--- src/rename_pkg.sv ---
//####################
// Shared types and default sizes for the rename subsystem
// ROB depth must stay a power of two
//####################

package rename_pkg;

  // Reorder buffer slot life cycle
  typedef enum logic [1:0] {
    SLOT_EMPTY = 2'd0,
    SLOT_WAIT  = 2'd1,
    SLOT_DONE  = 2'd2
  } slot_state_t;

  // Architectural register file size
  localparam int DEFAULT_ARF_COUNT = 16;

  // Physical register file size, at least ARF plus ROB depth
  localparam int DEFAULT_PRF_COUNT = 32;

  // Reorder buffer slots
  localparam int DEFAULT_ROB_DEPTH = 8;

endpackage

--- src/free_list.sv ---
//####################
// Free physical registers as speculative and committed bitmaps
// Lowest free register is offered each cycle; the caller
// must never allocate from an empty list
//####################

`timescale 1ns/1ps

module free_list
  import rename_pkg::*;
#(
  parameter int ARF_COUNT = DEFAULT_ARF_COUNT,
  parameter int PRF_COUNT = DEFAULT_PRF_COUNT
) (
  input  logic                         clock,
  input  logic                         reset,
  input  logic                         alloc_enable,
  output logic [$clog2(PRF_COUNT)-1:0] alloc_phys,
  input  logic                         release_enable,
  input  logic [$clog2(PRF_COUNT)-1:0] release_phys,
  input  logic [$clog2(PRF_COUNT)-1:0] commit_used_phys,
  input  logic                         flush
);

  localparam int PRF_W = $clog2(PRF_COUNT);

  logic [PRF_COUNT-1:0] spec_free;
  logic [PRF_COUNT-1:0] commit_free;
  logic [PRF_COUNT-1:0] spec_next;
  logic [PRF_COUNT-1:0] commit_next;

  // Priority encoder, lowest index wins
  always_comb begin
    alloc_phys = '0;
    for (int i = PRF_COUNT - 1; i >= 0; i--) begin
      if (spec_free[i]) begin
        alloc_phys = PRF_W'(i);
      end
    end
  end

  always_comb begin
    spec_next   = spec_free;
    commit_next = commit_free;
    if (alloc_enable) begin
      spec_next[alloc_phys] = 1'b0;
    end
    if (release_enable) begin
      spec_next[release_phys]       = 1'b1;
      commit_next[release_phys]     = 1'b1;
      commit_next[commit_used_phys] = 1'b0;
    end
  end

  always_ff @(posedge clock) begin
    if (reset) begin
      for (int i = 0; i < PRF_COUNT; i++) begin
        spec_free[i]   <= (i >= ARF_COUNT);
        commit_free[i] <= (i >= ARF_COUNT);
      end
    end else begin
      commit_free <= commit_next;
      // Restore from the committed copy after this edge's retirement
      spec_free   <= flush ? commit_next : spec_next;
    end
  end

  // Sizing rule at the top level should make this impossible
  a_alloc_not_empty: assert property (
    @(posedge clock) disable iff (reset) alloc_enable && !flush |-> spec_free != '0
  ) else $error("free_list: allocation with no free register");

  // Old mapping of a retiring instruction must still be in use
  a_release_in_use: assert property (
    @(posedge clock) disable iff (reset) release_enable |-> !spec_free[release_phys]
  ) else $error("free_list: release of register %0d that is already free", release_phys);

endmodule

--- src/rename_core.sv ---
//####################
// Register rename and in-order retirement, one wide
// Requires PRF_COUNT >= ARF_COUNT + ROB_DEPTH and a
// power-of-two ROB_DEPTH
//####################

`timescale 1ns/1ps

module rename_core
  import rename_pkg::*;
#(
  parameter int ARF_COUNT = DEFAULT_ARF_COUNT,
  parameter int PRF_COUNT = DEFAULT_PRF_COUNT,
  parameter int ROB_DEPTH = DEFAULT_ROB_DEPTH
) (
  input  logic                         clock,
  input  logic                         reset,
  input  logic                         dispatch,
  input  logic                         dest_valid,
  input  logic [$clog2(ARF_COUNT)-1:0] dest_arch,
  input  logic [$clog2(ARF_COUNT)-1:0] src1_arch,
  input  logic [$clog2(ARF_COUNT)-1:0] src2_arch,
  output logic                         full,
  output logic                         renamed,
  output logic [$clog2(ROB_DEPTH)-1:0] renamed_rob_index,
  output logic [$clog2(PRF_COUNT)-1:0] renamed_src1_phys,
  output logic [$clog2(PRF_COUNT)-1:0] renamed_src2_phys,
  output logic [$clog2(PRF_COUNT)-1:0] renamed_dest_phys,
  output logic [$clog2(PRF_COUNT)-1:0] renamed_dest_old,
  input  logic                         complete,
  input  logic [$clog2(ROB_DEPTH)-1:0] complete_index,
  input  logic                         flush,
  output logic                         retired,
  output logic [$clog2(ARF_COUNT)-1:0] retired_dest_arch,
  output logic [$clog2(PRF_COUNT)-1:0] retired_dest_phys
);

  localparam int PRF_W = $clog2(PRF_COUNT);
  localparam int IDX_W = $clog2(ROB_DEPTH);

  if (PRF_COUNT < ARF_COUNT + ROB_DEPTH) begin : g_prf_size_check
    $error("rename_core: PRF_COUNT must be at least ARF_COUNT + ROB_DEPTH");
  end
  if ((1 << IDX_W) != ROB_DEPTH) begin : g_rob_depth_check
    $error("rename_core: ROB_DEPTH must be a power of two");
  end

  logic             alloc_enable;
  logic [PRF_W-1:0] alloc_phys;
  logic [PRF_W-1:0] src1_phys;
  logic [PRF_W-1:0] src2_phys;
  logic [PRF_W-1:0] old_phys;
  logic [IDX_W-1:0] tail_index;
  logic             retire;
  logic             retire_dest_valid;
  logic [PRF_W-1:0] retire_free_phys;
  logic             retire_commit;

  // Only a destination takes a physical register
  assign alloc_enable  = dispatch & dest_valid;
  assign retire_commit = retire & retire_dest_valid;
  assign retired       = retire;

  rename_table #(
    .ARF_COUNT (ARF_COUNT),
    .PRF_COUNT (PRF_COUNT)
  ) i_rename_table (
    .clock         (clock),
    .reset         (reset),
    .src1_arch     (src1_arch),
    .src2_arch     (src2_arch),
    .dest_arch     (dest_arch),
    .write_enable  (alloc_enable),
    .write_phys    (alloc_phys),
    .src1_phys     (src1_phys),
    .src2_phys     (src2_phys),
    .old_phys      (old_phys),
    .commit_enable (retire_commit),
    .commit_arch   (retired_dest_arch),
    .commit_phys   (retired_dest_phys),
    .flush         (flush)
  );

  free_list #(
    .ARF_COUNT (ARF_COUNT),
    .PRF_COUNT (PRF_COUNT)
  ) i_free_list (
    .clock            (clock),
    .reset            (reset),
    .alloc_enable     (alloc_enable),
    .alloc_phys       (alloc_phys),
    .release_enable   (retire_commit),
    .release_phys     (retire_free_phys),
    .commit_used_phys (retired_dest_phys),
    .flush            (flush)
  );

  reorder_buffer #(
    .ARF_COUNT (ARF_COUNT),
    .PRF_COUNT (PRF_COUNT),
    .ROB_DEPTH (ROB_DEPTH)
  ) i_reorder_buffer (
    .clock             (clock),
    .reset             (reset),
    .allocate          (dispatch),
    .alloc_dest_valid  (dest_valid),
    .alloc_dest_arch   (dest_arch),
    .alloc_dest_phys   (alloc_phys),
    .alloc_dest_old    (old_phys),
    .tail_index        (tail_index),
    .full              (full),
    .complete          (complete),
    .complete_index    (complete_index),
    .retire            (retire),
    .retire_dest_valid (retire_dest_valid),
    .retire_dest_arch  (retired_dest_arch),
    .retire_dest_phys  (retired_dest_phys),
    .retire_free_phys  (retire_free_phys),
    .flush             (flush)
  );

  // Flush wins over a dispatch in the same cycle
  always_ff @(posedge clock) begin
    if (reset) begin
      renamed <= 1'b0;
    end else begin
      renamed <= dispatch & ~flush;
    end
  end

  always_ff @(posedge clock) begin
    renamed_rob_index <= tail_index;
    renamed_src1_phys <= src1_phys;
    renamed_src2_phys <= src2_phys;
    renamed_dest_phys <= alloc_phys;
    renamed_dest_old  <= old_phys;
  end

endmodule

--- src/rename_table.sv ---
//####################
// Speculative and committed arch-to-phys maps
// Reset maps register r to physical r; flush restores
// the speculative map, including a same-cycle commit
//####################

`timescale 1ns/1ps

module rename_table
  import rename_pkg::*;
#(
  parameter int ARF_COUNT = DEFAULT_ARF_COUNT,
  parameter int PRF_COUNT = DEFAULT_PRF_COUNT
) (
  input  logic                         clock,
  input  logic                         reset,
  input  logic [$clog2(ARF_COUNT)-1:0] src1_arch,
  input  logic [$clog2(ARF_COUNT)-1:0] src2_arch,
  input  logic [$clog2(ARF_COUNT)-1:0] dest_arch,
  input  logic                         write_enable,
  input  logic [$clog2(PRF_COUNT)-1:0] write_phys,
  output logic [$clog2(PRF_COUNT)-1:0] src1_phys,
  output logic [$clog2(PRF_COUNT)-1:0] src2_phys,
  output logic [$clog2(PRF_COUNT)-1:0] old_phys,
  input  logic                         commit_enable,
  input  logic [$clog2(ARF_COUNT)-1:0] commit_arch,
  input  logic [$clog2(PRF_COUNT)-1:0] commit_phys,
  input  logic                         flush
);

  localparam int PRF_W = $clog2(PRF_COUNT);

  logic [PRF_W-1:0] spec_map   [ARF_COUNT];
  logic [PRF_W-1:0] commit_map [ARF_COUNT];
  logic [PRF_W-1:0] commit_next [ARF_COUNT];

  // Lookups see the map before this cycle's write
  assign src1_phys = spec_map[src1_arch];
  assign src2_phys = spec_map[src2_arch];
  assign old_phys  = spec_map[dest_arch];

  // Committed map after this edge, also the flush source
  always_comb begin
    for (int r = 0; r < ARF_COUNT; r++) begin
      commit_next[r] = commit_map[r];
    end
    if (commit_enable) begin
      commit_next[commit_arch] = commit_phys;
    end
  end

  always_ff @(posedge clock) begin
    if (reset) begin
      for (int r = 0; r < ARF_COUNT; r++) begin
        spec_map[r]   <= PRF_W'(r);
        commit_map[r] <= PRF_W'(r);
      end
    end else begin
      commit_map <= commit_next;
      if (flush) begin
        spec_map <= commit_next;
      end else if (write_enable) begin
        spec_map[dest_arch] <= write_phys;
      end
    end
  end

endmodule

--- src/reorder_buffer.sv ---
//####################
// Circular reorder buffer, one allocate and one retire per cycle
// No back-pressure; caller must not allocate while full
// Flush drops every slot that has not retired
//####################

`timescale 1ns/1ps

module reorder_buffer
  import rename_pkg::*;
#(
  parameter int ARF_COUNT = DEFAULT_ARF_COUNT,
  parameter int PRF_COUNT = DEFAULT_PRF_COUNT,
  parameter int ROB_DEPTH = DEFAULT_ROB_DEPTH
) (
  input  logic                         clock,
  input  logic                         reset,
  input  logic                         allocate,
  input  logic                         alloc_dest_valid,
  input  logic [$clog2(ARF_COUNT)-1:0] alloc_dest_arch,
  input  logic [$clog2(PRF_COUNT)-1:0] alloc_dest_phys,
  input  logic [$clog2(PRF_COUNT)-1:0] alloc_dest_old,
  output logic [$clog2(ROB_DEPTH)-1:0] tail_index,
  output logic                         full,
  input  logic                         complete,
  input  logic [$clog2(ROB_DEPTH)-1:0] complete_index,
  output logic                         retire,
  output logic                         retire_dest_valid,
  output logic [$clog2(ARF_COUNT)-1:0] retire_dest_arch,
  output logic [$clog2(PRF_COUNT)-1:0] retire_dest_phys,
  output logic [$clog2(PRF_COUNT)-1:0] retire_free_phys,
  input  logic                         flush
);

  localparam int ARF_W = $clog2(ARF_COUNT);
  localparam int PRF_W = $clog2(PRF_COUNT);
  localparam int IDX_W = $clog2(ROB_DEPTH);

  slot_state_t slot_state [ROB_DEPTH];

  // Slot payload
  logic             slot_dest_valid [ROB_DEPTH];
  logic [ARF_W-1:0] slot_dest_arch  [ROB_DEPTH];
  logic [PRF_W-1:0] slot_dest_phys  [ROB_DEPTH];
  logic [PRF_W-1:0] slot_dest_old   [ROB_DEPTH];

  logic [IDX_W-1:0] head;
  logic [IDX_W-1:0] tail;
  logic [IDX_W:0]   count;
  logic [IDX_W:0]   count_next;

  assign tail_index = tail;
  assign full       = (count == (IDX_W + 1)'(ROB_DEPTH));

  // Head retires as soon as it is done
  assign retire            = (slot_state[head] == SLOT_DONE);
  assign retire_dest_valid = slot_dest_valid[head];
  assign retire_dest_arch  = slot_dest_arch[head];
  assign retire_dest_phys  = slot_dest_phys[head];
  assign retire_free_phys  = slot_dest_old[head];

  always_comb begin
    count_next = count;
    if (allocate) begin
      count_next = count_next + 1'b1;
    end
    if (retire) begin
      count_next = count_next - 1'b1;
    end
  end

  always_ff @(posedge clock) begin
    if (reset || flush) begin
      head  <= '0;
      tail  <= '0;
      count <= '0;
      for (int i = 0; i < ROB_DEPTH; i++) begin
        slot_state[i] <= SLOT_EMPTY;
      end
    end else begin
      // Completion never targets the head while it retires
      if (complete) begin
        slot_state[complete_index] <= SLOT_DONE;
      end
      if (retire) begin
        slot_state[head] <= SLOT_EMPTY;
        head             <= head + 1'b1;
      end
      if (allocate) begin
        slot_state[tail] <= SLOT_WAIT;
        tail             <= tail + 1'b1;
      end
      count <= count_next;
    end
  end

  // Payload is only meaningful while the slot state says so
  always_ff @(posedge clock) begin
    if (allocate) begin
      slot_dest_valid[tail] <= alloc_dest_valid;
      slot_dest_arch[tail]  <= alloc_dest_arch;
      slot_dest_phys[tail]  <= alloc_dest_phys;
      slot_dest_old[tail]   <= alloc_dest_old;
    end
  end

  a_no_alloc_full: assert property (
    @(posedge clock) disable iff (reset) allocate && !flush |-> !full
  ) else $error("reorder_buffer: dispatch while full");

  a_complete_waiting: assert property (
    @(posedge clock) disable iff (reset)
      complete && !flush |-> slot_state[complete_index] == SLOT_WAIT
  ) else $error("reorder_buffer: completion of slot %0d not in flight", complete_index);

endmodule

--- config.mk ---
export PLATFORM = sky130hd
export DESIGN_NAME = rename_core
export DESIGN_NICKNAME = d
export VERILOG_FILES = /design/src/rename_pkg.sv /design/src/free_list.sv /design/src/rename_core.sv /design/src/rename_table.sv /design/src/reorder_buffer.sv
export SDC_FILE = /design/constraint.sdc
export NUM_CORES = 1
export LEC_CHECK = 0
export ABC_AREA = 1
export BUFFER_PORTS_ARGS = -buffer_cell sky130_fd_sc_hd__buf_2
export CORE_ASPECT_RATIO = 1.4
export CORE_MARGIN = 2
export CORE_UTILIZATION = 57
export DETAILED_ROUTE_END_ITERATION = 8
export PLACE_DENSITY = 0.87
export SETUP_SLACK_MARGIN = 0.5
export SLEW_MARGIN = 20
export SYNTH_ARGS = -nofsm -noshare
export SYNTH_HDL_FRONTEND = slang
export SYNTH_HIERARCHICAL = 1
export SYNTH_SLANG_ARGS = --single-unit
--- constraint.sdc ---
create_clock -name clock -period 2.8 [get_ports clock]
set_input_delay 0.14 -clock clock [delete_from_list [all_inputs] [get_ports clock]]
set_output_delay 0.14 -clock clock [all_outputs]
set_load 0.02 [all_outputs]
Word-level counts from Yosys, hierarchy flattened --
Memories as Yosys holds them, arrays and structs flattened. A register that Yosys moved wholly into a read port is not among the register bits. Index checks and enable logic that the tools add are counted.
Word-level totals: bits in registers 258, bits in writable memories 136, input port bits 21, output and inout bits 35, logic and storage cells 183, memories 5
Memories:
- i_reorder_buffer.slot_dest_old | depth 8, width 5, rd ports 1, clocked after memory_dff 1, write ports 1, RTL line reorder_buffer.sv:45 | logic [PRF_W-1:0] slot_dest_old [ROB_DEPTH];
- i_reorder_buffer.slot_dest_phys | depth 8, width 5, rd ports 1, clocked after memory_dff 1, write ports 1, RTL line reorder_buffer.sv:44 | logic [PRF_W-1:0] slot_dest_phys [ROB_DEPTH];
- i_reorder_buffer.slot_dest_arch | depth 8, width 4, rd ports 1, clocked after memory_dff 1, write ports 1, RTL line reorder_buffer.sv:43 | logic [ARF_W-1:0] slot_dest_arch [ROB_DEPTH];
- i_reorder_buffer.slot_state | depth 8, width 2, rd ports 1, clocked after memory_dff 1, write ports 8, RTL line reorder_buffer.sv:39 | slot_state_t slot_state [ROB_DEPTH];
- i_reorder_buffer.slot_dest_valid | depth 8, width 1, rd ports 1, clocked after memory_dff 1, write ports 1, RTL line reorder_buffer.sv:42 | logic slot_dest_valid [ROB_DEPTH];
Cells by class: add/sub/neg operators 4, magnitude comparators 12, equal/unequal tests 2, mux-type cells 93, bitwise gates (word level) 14, reduce and logical (&&, ||, !) cells 10
Operators by type and width (count):
- $mux W80 | 3
- $mux W5 | 40
- $bwmux W80 | 2
- $mux W32 | 4
- $and A32 B32 Y32 | 2
- $not A32 Y32 | 2
- $or A32 B32 Y32 | 2
- $bmux W5 S4 | 3
- $demux W5 S4 | 2
- $mux W3 | 13
- $ge A5 B5 Y1 const B | 4
- $not A4 Y5 | 4
- $lt A5 B6 Y1 const B | 3
- $mux W1 | 18
- $demux W1 S5 | 3
- $ge A5 B1 Y1 const B | 3
- $lt A5 B1 Y1 const B | 2
- $mux W4 | 2
- $add A3 B1 Y3 const B | 2
- $mux W2 | 3
- $reduce_or A2 Y1 | 3
- $logic_and A1 B1 Y1 | 5
- $add A4 B1 Y4 const B | 1
- $eq A4 B4 Y1 const B | 1
- 6 further kinds | 8

Longest topological paths before layout --
Gate-level depths: netlist (run 1).
depth in word-level cells 42, mapped depth 41, mapped depth without buffers 39

Cells and area by module --
The synthesis (run 1) kept the hierarchy.
Modules (own cells, without submodules):
- rename_table | instances 1, cells each 1806, area each 10151.0 sq um, sequential area each 3203.1 sq um
- reorder_buffer | instances 1, cells each 601, area each 6307.3 sq um, sequential area each 4184.0 sq um
- free_list | instances 1, cells each 563, area each 3467.1 sq um, sequential area each 1281.2 sq um
- rename_core | instances 1, cells each 31, area each 509.2 sq um, sequential area each 480.5 sq um

Worst setup path after synthesis (run 1) --
Ideal clock, no wire load.
kind register to register, start point register i_free_list.spec_free[29], end point register i_rename_table/spec_map[5] in the netlist's numbering, library setup time 0.059 ns, arrival 2.550 ns, data required time 2.741 ns, path slack 0.191 ns, stages on the path, launching flop included 41, buffers on the path 2, clock period less this slack 2.609 ns, cell sequence dfxtp_1 > inv_2 > nand2_1 > nand2_1 > nand2_1 > nand2_1 > nand2_1 > nand2_1 > nand2_1 > nand2_1 > nand2_1 > nand2_1 > nand2_1 > nand2_1 > nand2_1 > nand2_1 > nand2_1 > nand2_1 > [... 5 more ...] > nand2_1 > nand2_1 > nand2_1 > nand2_1 > nand2_1 > nand2_1 > nand2_2 > nand2_4 > nand2_4 > buf_8 > inv_2 > nand2_1 > inv_1 > buf_2 > nand2_1 > nand2_1 > nand2_1 > nand2_1
On the way: cells in the longest elaborated chain, start to end 33
RTL lines:
- from (decl) | RTL line free_list.sv:27 | logic [PRF_COUNT-1:0] spec_free;
- from (signal, indexed assignment) | RTL line free_list.sv:58 | spec_free[i] <= (i >= ARF_COUNT);
- from (signal assigned) | RTL line free_list.sv:64 | spec_free <= flush ? commit_next : spec_next;
- $mux W5 (30 in a row) | RTL line free_list.sv:36 | if (spec_free[i]) begin
- named net alloc_phys[0] | RTL line rename_core.sv:49 | logic [PRF_W-1:0] alloc_phys;
- $bwmux W80 | RTL line rename_table.sv:63 | spec_map[dest_arch] <= write_phys;
- $mux W80 | RTL line rename_table.sv:62 | end else if (write_enable) begin
- $mux W80 | RTL line rename_table.sv:60 | if (flush) begin
- to (signal, indexed assignment) | RTL line rename_table.sv:55 | spec_map[r] <= PRF_W'(r);
- to (signal assigned) | RTL line rename_table.sv:61 | spec_map <= commit_next;
- to (signal, indexed assignment) | RTL line rename_table.sv:63
- to (decl) | RTL line rename_table.sv:33 | logic [PRF_W-1:0] spec_map [ARF_COUNT];
The timed path passes the listed nets, and every way through them passes these cells. The select of a mux whose other input is x is not followed. A chain may end at the register's enable or synchronous reset.

==> flow_metrics.tcl, run 1 <==
set metrics [dict create \
    run_status "finished, final reports clean" \
    vias 21990 \
    area_growth_syn_to_layout_pct 20.06 \
    ctsLongestPathBuffers 3 \
    drt-vias-per-instance 6.127 \
    cts-buffers-inserted 40 \
    period_share 0.9340 \
    synth-edff-count 120 \
    dpl.hpwl_um 45530 \
    antenna_found_initial 1 \
    synth_area_mm2 0.02043 \
    synth.avg_cell_area_um2 6.809 \
    worst_slew_pin_slew_ps 1018 \
    path_max_fanout 16 \
    pin_count 56 \
    clock_latency_ps 570 \
    yosys_warnings 6 \
    die_footprint_mm2 0.03740 \
    n_fill_cell 2718 \
    floorplan.rows 82 \
    route.final.wire_length_um 76590 \
    crit_type "flip-flop to flip-flop" \
    grt_first_pass_wirelength_um 108300 \
    hold_slack_ps 19.09 \
    synth_cells 3001 \
    period_needed_ps 2615 \
    start_util 0.5740 \
    clk_transition_reported_paths_ps 60 \
    yosys-top-cells-count "1105 x sky130_fd_sc_hd__nand2_1, 333 x sky130_fd_sc_hd__inv_1, 328 x sky130_fd_sc_hd__nand3_1" \
    final-instance-count-excl-fill 3589 \
    reg2reg_to "i_free_list/spec_free[5]" \
    antennaDiodeCount 0 \
    synth_sequential_area_ratio 0.4477 \
    numnets_final 3121 \
    post_route_total_power_uw 13260 \
    synthDominantAreaCellType "sky130_fd_sc_hd__dfxtp_1" \
    port_buffers 55 \
    grt.total_usage 0.3730 \
    accumulated_negative_setup_slack_ps 0 \
    worst-r2r-setup-slack_ps 180 \
    ctsHtreeMaxLevel 2 \
    post_detailed_route_drc_marker_count 0 \
    area_of_the_multi_input_gates_mm2 0.01011 \
    regArea_mm2 0.009161 \
    power.density_mw_per_mm2 540.6 \
    grt_start_max_net_pins 90 \
    async_reset_ff_frac 0 \
    cts_tree "yes" \
    cts_root_buf "sky130_fd_sc_hd__clkbuf_16" \
    drt_first_pass_iters 6 \
    ys.flop_type "sky130_fd_sc_hd__dfxtp_1" \
    leakage_uw 0.01178 \
    route.detailed.wl_per_inst_um 21.34 \
    ys_seq_elements 397 \
    worstHoldStart "dest_arch[2]" \
    startpoint_type "flip-flop" \
    timing.final.hold_violations 0 \
    drt_iter0_drc 3155 \
    fmaxAchievable_mhz 382.4 \
    floorplan.die.width_um 164.0 \
    rr_worst_depth 15 \
    maxSlewHeadroom 0.3206 \
    setup.worst_path.end_class "flip-flop" \
    vertical_die_dimension_um 228.0 \
    required_ps 3280 \
    place_congestion 1.021 \
    maxCapViolCount 0 \
    clock_skew_ps 23.42 \
    first_global_vias 20530 \
    final_layout_size_suffix_gt1_frac 0.1605 \
    rsz0062_at_grt "true" \
    synthTopCellsByArea "sky130_fd_sc_hd__dfxtp_1 27%, sky130_fd_sc_hd__nand2_1 20%, sky130_fd_sc_hd__edfxtp_1 18%, sky130_fd_sc_hd__nand3_1 8.0%, sky130_fd_sc_hd__inv_1 6.1%" \
    max-vdd-ir-drop_v 0.0005116 \
    post-synth-top-count-cell "sky130_fd_sc_hd__nand2_1" \
    globalRouteOverflowTotal 0 \
    finish.utilization 0.6891 \
    worst_ep_arrival_time_ps 3100 \
    worst_hold_path_type "primary input to flip-flop" \
    cts.sinks 397 \
    whs_path_depth 1 \
    worst_hold_path.endpoint "i_reorder_buffer/slot_dest_arch[6][2]" \
    synth_top_cell_area_share 0.2714 \
    ant_nets 0 \
    setup_viol 0 \
    slew_violations 0 \
    design.core.area_mm2 0.03560 \
    syn-num-nets 3027 \
    synthDistinctLibCells 43 \
    place.detailed.instances 3455 \
]
## flip-flops by register name, indices dropped and copies added, names as in the netlist, 8 cells and up, named ones only
signal	count
i_rename_table/spec_map	80
i_rename_table/commit_map	80
i_free_list/spec_free	32
i_reorder_buffer/slot_dest_old	40
i_free_list/commit_free	32
i_reorder_buffer/slot_dest_arch	32
i_reorder_buffer/slot_dest_valid	8
i_reorder_buffer/slot_dest_phys	40
i_reorder_buffer/slot_state	16
## how the worst max path moves through the flow
stage | from | to | slack [ps] | cells after the start
finish | flip-flop | i_free_list/spec_free[5] | 180 | 15
global route | i_free_list/spec_free[30] | i_rename_table/spec_map[65] | -130 | 39
CTS | i_free_list/spec_free[30] | i_rename_table/spec_map[5] | 260 | 39
detailed placement | flip-flop | i_rename_table/spec_map[19] | 150 | 12
global placement | i_free_list/spec_free[30] | i_rename_table/spec_map[45] | 150 | 39
floorplan | i_free_list/spec_free[30] | i_rename_table/spec_map[5] | 320 | 41
## metal layers
metal  GRT usage  up-vias  routed length [µm]
li1            -     9768                   -
met1      0.4038    10040               24750
met2      0.6106     1621               35640
met3     0.06418      559                7769
met4      0.3470        0                8434
met5           0        -                   0
## critical path, cell delays in order (launching register included)
cell and delay (ps):
sky130_fd_sc_hd__dfxtp_4 380, sky130_fd_sc_hd__inv_2 90, sky130_fd_sc_hd__bufbuf_16 310, sky130_fd_sc_hd__o21ai_0 120
sky130_fd_sc_hd__o22ai_1 170, sky130_fd_sc_hd__nand2_1 90, sky130_fd_sc_hd__nand2_2 200, sky130_fd_sc_hd__inv_1 120
sky130_fd_sc_hd__nor3_2 180, sky130_fd_sc_hd__inv_2 70, sky130_fd_sc_hd__buf_4 170, sky130_fd_sc_hd__nor2_1 150
sky130_fd_sc_hd__o22ai_1 110, sky130_fd_sc_hd__nor2_1 170, sky130_fd_sc_hd__a21oi_1 70, sky130_fd_sc_hd__a21oi_1 150
## repair_timing
action	4_1_cts	5_1_grt
hold buffers	4	1
gates cloned	9	4
hold endpoints to repair	21	4
resized for setup	121	220
setup endpoints to repair	236	248
pin swaps	20	43
setup buffers	25	17
## per-stage QoR
step	cell area [µm²]	setup WS [ps]
3_3_place_gp	21420	153.9
5_1_grt	24530	-129.2
2_1_floorplan	20470	321.1
3_5_place_dp	21420	150.1
6_report	24530	184.9
4_1_cts	23510	258.9
## layout make-up
cell class | instances | area share
Sequential cell | 397 | 0.3734
Timing Repair inverter | 2 | 0.0009180
Clock buffer | 56 | 0.04580
Clock inverter | 18 | 0.005865
Inverter | 369 | 0.05952
Multi-Input combinational cell | 2092 | 0.4120
Tap cell | 462 | 0.02356
Timing Repair Buffer | 193 | 0.07895
## cells by family after synthesis
| logic type | after synthesis | synth area share |
|---|---|---|
| compound gates | 221 | 0.05952 |
| xor+xnor | 2 | 0.0008574 |
| fa+ha+maj | 5 | 0.003061 |
| buf+inv | 512 | 0.09846 |
| flops | 397 | 0.4477 |
| simple gates | 1864 | 0.3904 |
## layout by cell type, fill, tap and decap left out, types with 17 or more instances in the layout
master and n:
sky130_fd_sc_hd__nor3_1 18, sky130_fd_sc_hd__a21oi_1 50, sky130_fd_sc_hd__o21ai_0 59, sky130_fd_sc_hd__inv_2 40, sky130_fd_sc_hd__buf_6 30, sky130_fd_sc_hd__edfxtp_1 120, sky130_fd_sc_hd__o22ai_1 49, sky130_fd_sc_hd__nand2_2 40
sky130_fd_sc_hd__nor2_2 19, sky130_fd_sc_hd__nor2_4 20, sky130_fd_sc_hd__nand3_1 317, sky130_fd_sc_hd__nand2_1 1043, sky130_fd_sc_hd__nand3_2 17, sky130_fd_sc_hd__inv_1 314, sky130_fd_sc_hd__o21ai_1 17, sky130_fd_sc_hd__clkbuf_16 45
sky130_fd_sc_hd__nand2_4 30, sky130_fd_sc_hd__buf_4 75, sky130_fd_sc_hd__buf_2 49, sky130_fd_sc_hd__nand4_1 73, sky130_fd_sc_hd__and3_1 24, sky130_fd_sc_hd__nor2_1 215, sky130_fd_sc_hd__buf_12 19, sky130_fd_sc_hd__dfxtp_1 271
## report_power, final
group	internal, µW	switching [µW]
clock network	2930	2390
logic	530	1250
registers	6060	95.3
No activity file was read; power rests on OpenSTA's default activity.
==> inputs of run 2 (changes only) <==
--- a/config.mk
+++ b/config.mk
@@ -11,7 +11,7 @@
 export CORE_MARGIN = 2
 export CORE_UTILIZATION = 57
 export DETAILED_ROUTE_END_ITERATION = 8
-export PLACE_DENSITY = 0.87
+export PLACE_DENSITY = 0.77
 export SETUP_SLACK_MARGIN = 0.5
 export SLEW_MARGIN = 20
 export SYNTH_ARGS = -nofsm -noshare
==> run 2 against run 1 <==
Against the previous run:
- non-clock buffer count fell by 8
- global-route usage down 0.47 points
- maximum frequency up 2.1%
- largest cell class unchanged
- largest power group unchanged
- highest routed layer unchanged
==> flow_metrics.tcl, run 2 (synthesis results as in run 1) <==
set metrics [dict create \
    max-vdd-ir-drop_v 0.0005477 \
    area_growth_syn_to_layout_pct 17.13 \
    intPower_uw 9647 \
    ant_nets 0 \
    timing.final.hold_violations 0 \
    pin_count 56 \
    clk_transition_reported_paths_ps 60 \
    most_common_cell_after_layout_fill_and_taps_aside "sky130_fd_sc_hd__nand2_1" \
    power.density_mw_per_mm2 553.1 \
    reg2reg_to "i_rename_table/spec_map[20]" \
    ctsHtreeMaxLevel 2 \
    vias 20920 \
    grt.total_usage 0.3683 \
    crit_path_max_incr_delay_ps 320 \
    route.detailed.wl_per_inst_um 19.78 \
    period_needed_ps 2562 \
    top_registers "i_rename_table/commit_map x80, i_rename_table/spec_map x80" \
    post_detailed_route_drc_marker_count 0 \
    worstHoldStart "flush" \
    whs_path_depth 4 \
    required_ps 3240 \
    dp_slack_ps 65.27 \
    worst_path_max_delay_cell "sky130_fd_sc_hd__dfxtp_2" \
    worst-r2r-setup-slack_ps 240 \
    place_congestion 0.9945 \
    worst_hold_path.endpoint "renamed" \
    design.core.area_mm2 0.03560 \
    finish.utilization 0.6723 \
    final_layout_size_suffix_gt1_frac 0.1393 \
    grt_start_max_net_pins 69 \
    start_util 0.5740 \
    die_footprint_mm2 0.03740 \
    reg2reg_from "i_free_list/spec_free[30]" \
    drt-vias-per-instance 5.849 \
    first_global_vias 19830 \
    startpoint_type "flip-flop" \
    ctsLongestPathBuffers 3 \
    power.switching_fraction 0.2712 \
    cts_root_buf "sky130_fd_sc_hd__clkbuf_16" \
    switching_power_uw 3591 \
    setup.worst_path.end_class "flip-flop" \
    maxCapViolCount 0 \
    crit_type "flip-flop to flip-flop" \
    grt_first_pass_wirelength_um 106600 \
    reg_power_frac 0.465 \
    leakage_uw 0.01161 \
    antenna_found_initial 0 \
    worst_hold_path_type "primary input to flip-flop" \
    timing.final.ws_setup_ps 237.5 \
    cts-buffers-inserted 40 \
    rr_worst_depth 37 \
    run_status "finished, final reports clean" \
    combPwrFrac 0.123 \
    cts.sinks 397 \
    port_buffers 55 \
    floorplan.rows 82 \
    vertical_die_dimension_um 228.0 \
    setup_viol 0 \
    clock_latency_ps 560 \
    clock_share_of_power 0.412 \
    worst_slew_pin_slew_ps 822.6 \
    globalRouteOverflowTotal 0 \
    path_max_fanout 4 \
    drt_first_pass_iters 6 \
    cts_tree "yes" \
    maxSlewHeadroom 0.4496 \
    clock_skew_ps 20.82 \
    worst_ep_arrival_time_ps 3000 \
    numnets_final 3112 \
    slew_violations 0 \
    floorplan.die.width_um 164.0 \
    antennaDiodeCount 0 \
    n_fill_cell 2923 \
    path_common_cell "sky130_fd_sc_hd__nand2_1" \
    drt_iter0_drc 2422 \
    layout_common_cells "1069 x sky130_fd_sc_hd__nand2_1, 320 x sky130_fd_sc_hd__inv_1, 307 x sky130_fd_sc_hd__nand3_1" \
    fmaxAchievable_mhz 390.2 \
    period_share 0.9152 \
    dpl.hpwl_um 46060 \
    route.final.wire_length_um 70760 \
    rsz0062_at_grt "true" \
]
-- run 2: cell count changes in the layout (fill, tap and decap cells not counted), moves of 6 or more --
cell	previous run	this run
sky130_fd_sc_hd__buf_16	7	1
sky130_fd_sc_hd__inv_1	314	320
sky130_fd_sc_hd__nand2_1	1043	1069
sky130_fd_sc_hd__nand2_2	40	26
sky130_fd_sc_hd__nand2_4	30	19
sky130_fd_sc_hd__nand3_1	317	307
sky130_fd_sc_hd__nand3_2	17	31
sky130_fd_sc_hd__nor2_1	215	229
sky130_fd_sc_hd__nor2_4	20	11
sky130_fd_sc_hd__o21ai_0	59	75
sky130_fd_sc_hd__o21ai_2	12	4
-- run 2: stage by stage --
step / std cells / cell area [µm²] / TNS (ps) / power [µW] / hold WS [ps]
after floorplan: 3001 / 20470 / 0 / 7158 / 206.9
after global placement: 3454 / 21400 / 0 / 7696 / 393.0
after detailed placement: 3454 / 21400 / 0 / 7715 / 398.9
after CTS: 3555 / 23280 / 0 / 13160 / 1.646
after global routing: 3577 / 23940 / -7215 / 13600 / 15.49
final: 3577 / 23940 / 0 / 13240 / 22.10
-- run 2: how the worst max path moves through the flow --
stage,end,slack (ps),from,cells after the start
3_5_place_dp,i_free_list/spec_free[11],70,flip-flop,12
5_1_grt,i_rename_table/spec_map[0],-210,i_free_list/spec_free[30],37
2_1_floorplan,i_rename_table/spec_map[5],320,i_free_list/spec_free[30],41
6_report,i_rename_table/spec_map[20],240,i_free_list/spec_free[30],37
3_3_place_gp,i_rename_table/spec_map[27],140,flip-flop,15
4_1_cts,i_rename_table/spec_map[20],280,i_free_list/spec_free[30],37
-- run 2: power groups by stage --
stage / Clock, µW / Sequential, µW / Combinational [µW]
CTS: 5490 / 6150 / 1510
finish: 5450 / 6150 / 1630
global placement: 0 / 6270 / 1420
detailed placement: 0 / 6270 / 1440
floorplan: 0 / 6280 / 876
global route: 5690 / 6160 / 1750
-- run 2: layout make-up --
class / count / area [µm²] / area share
Clock inverter: 15 / 173.9 / 0.007266
Timing Repair Buffer: 185 / 1655 / 0.06916
Sequential cell: 397 / 9160 / 0.3827
Timing Repair inverter: 1 / 11.26 / 0.0004705
Clock buffer: 56 / 1132 / 0.04731
Inverter: 369 / 1449 / 0.06053
Tap cell: 462 / 578.1 / 0.02415
Multi-Input combinational cell: 2092 / 9776 / 0.4084
-- run 2: timing repair --
item                                    CTS  global route
endpoints found under the hold margin    29             0
pin swaps                                12            27
hold buffers                              6             0
endpoints found under the setup margin  241           243
gates resized for setup                  86           120
cloned                                    4             2
buffers inserted                         20            20
-- run 2: critical path, delay by kind of cell (launching register included) --
kind / cells / cell delay, ps
AOI/OAI and AO/OA: 1 / 60
buffers and inverters: 3 / 210
DFF: 1 / 320
and+or+nand+nor: 33 / 1820
-- run 2: metal layers --
metal	part of all wire	global-route usage	vias to the layer above	wire length [µm]
met5	0	0	-	0
met4	0.10	0.3235	0	7403
met3	0.078	0.05127	388	5494
met2	0.48	0.6159	1137	33840
met1	0.34	0.4032	9646	24020
li1	-	-	9750	-
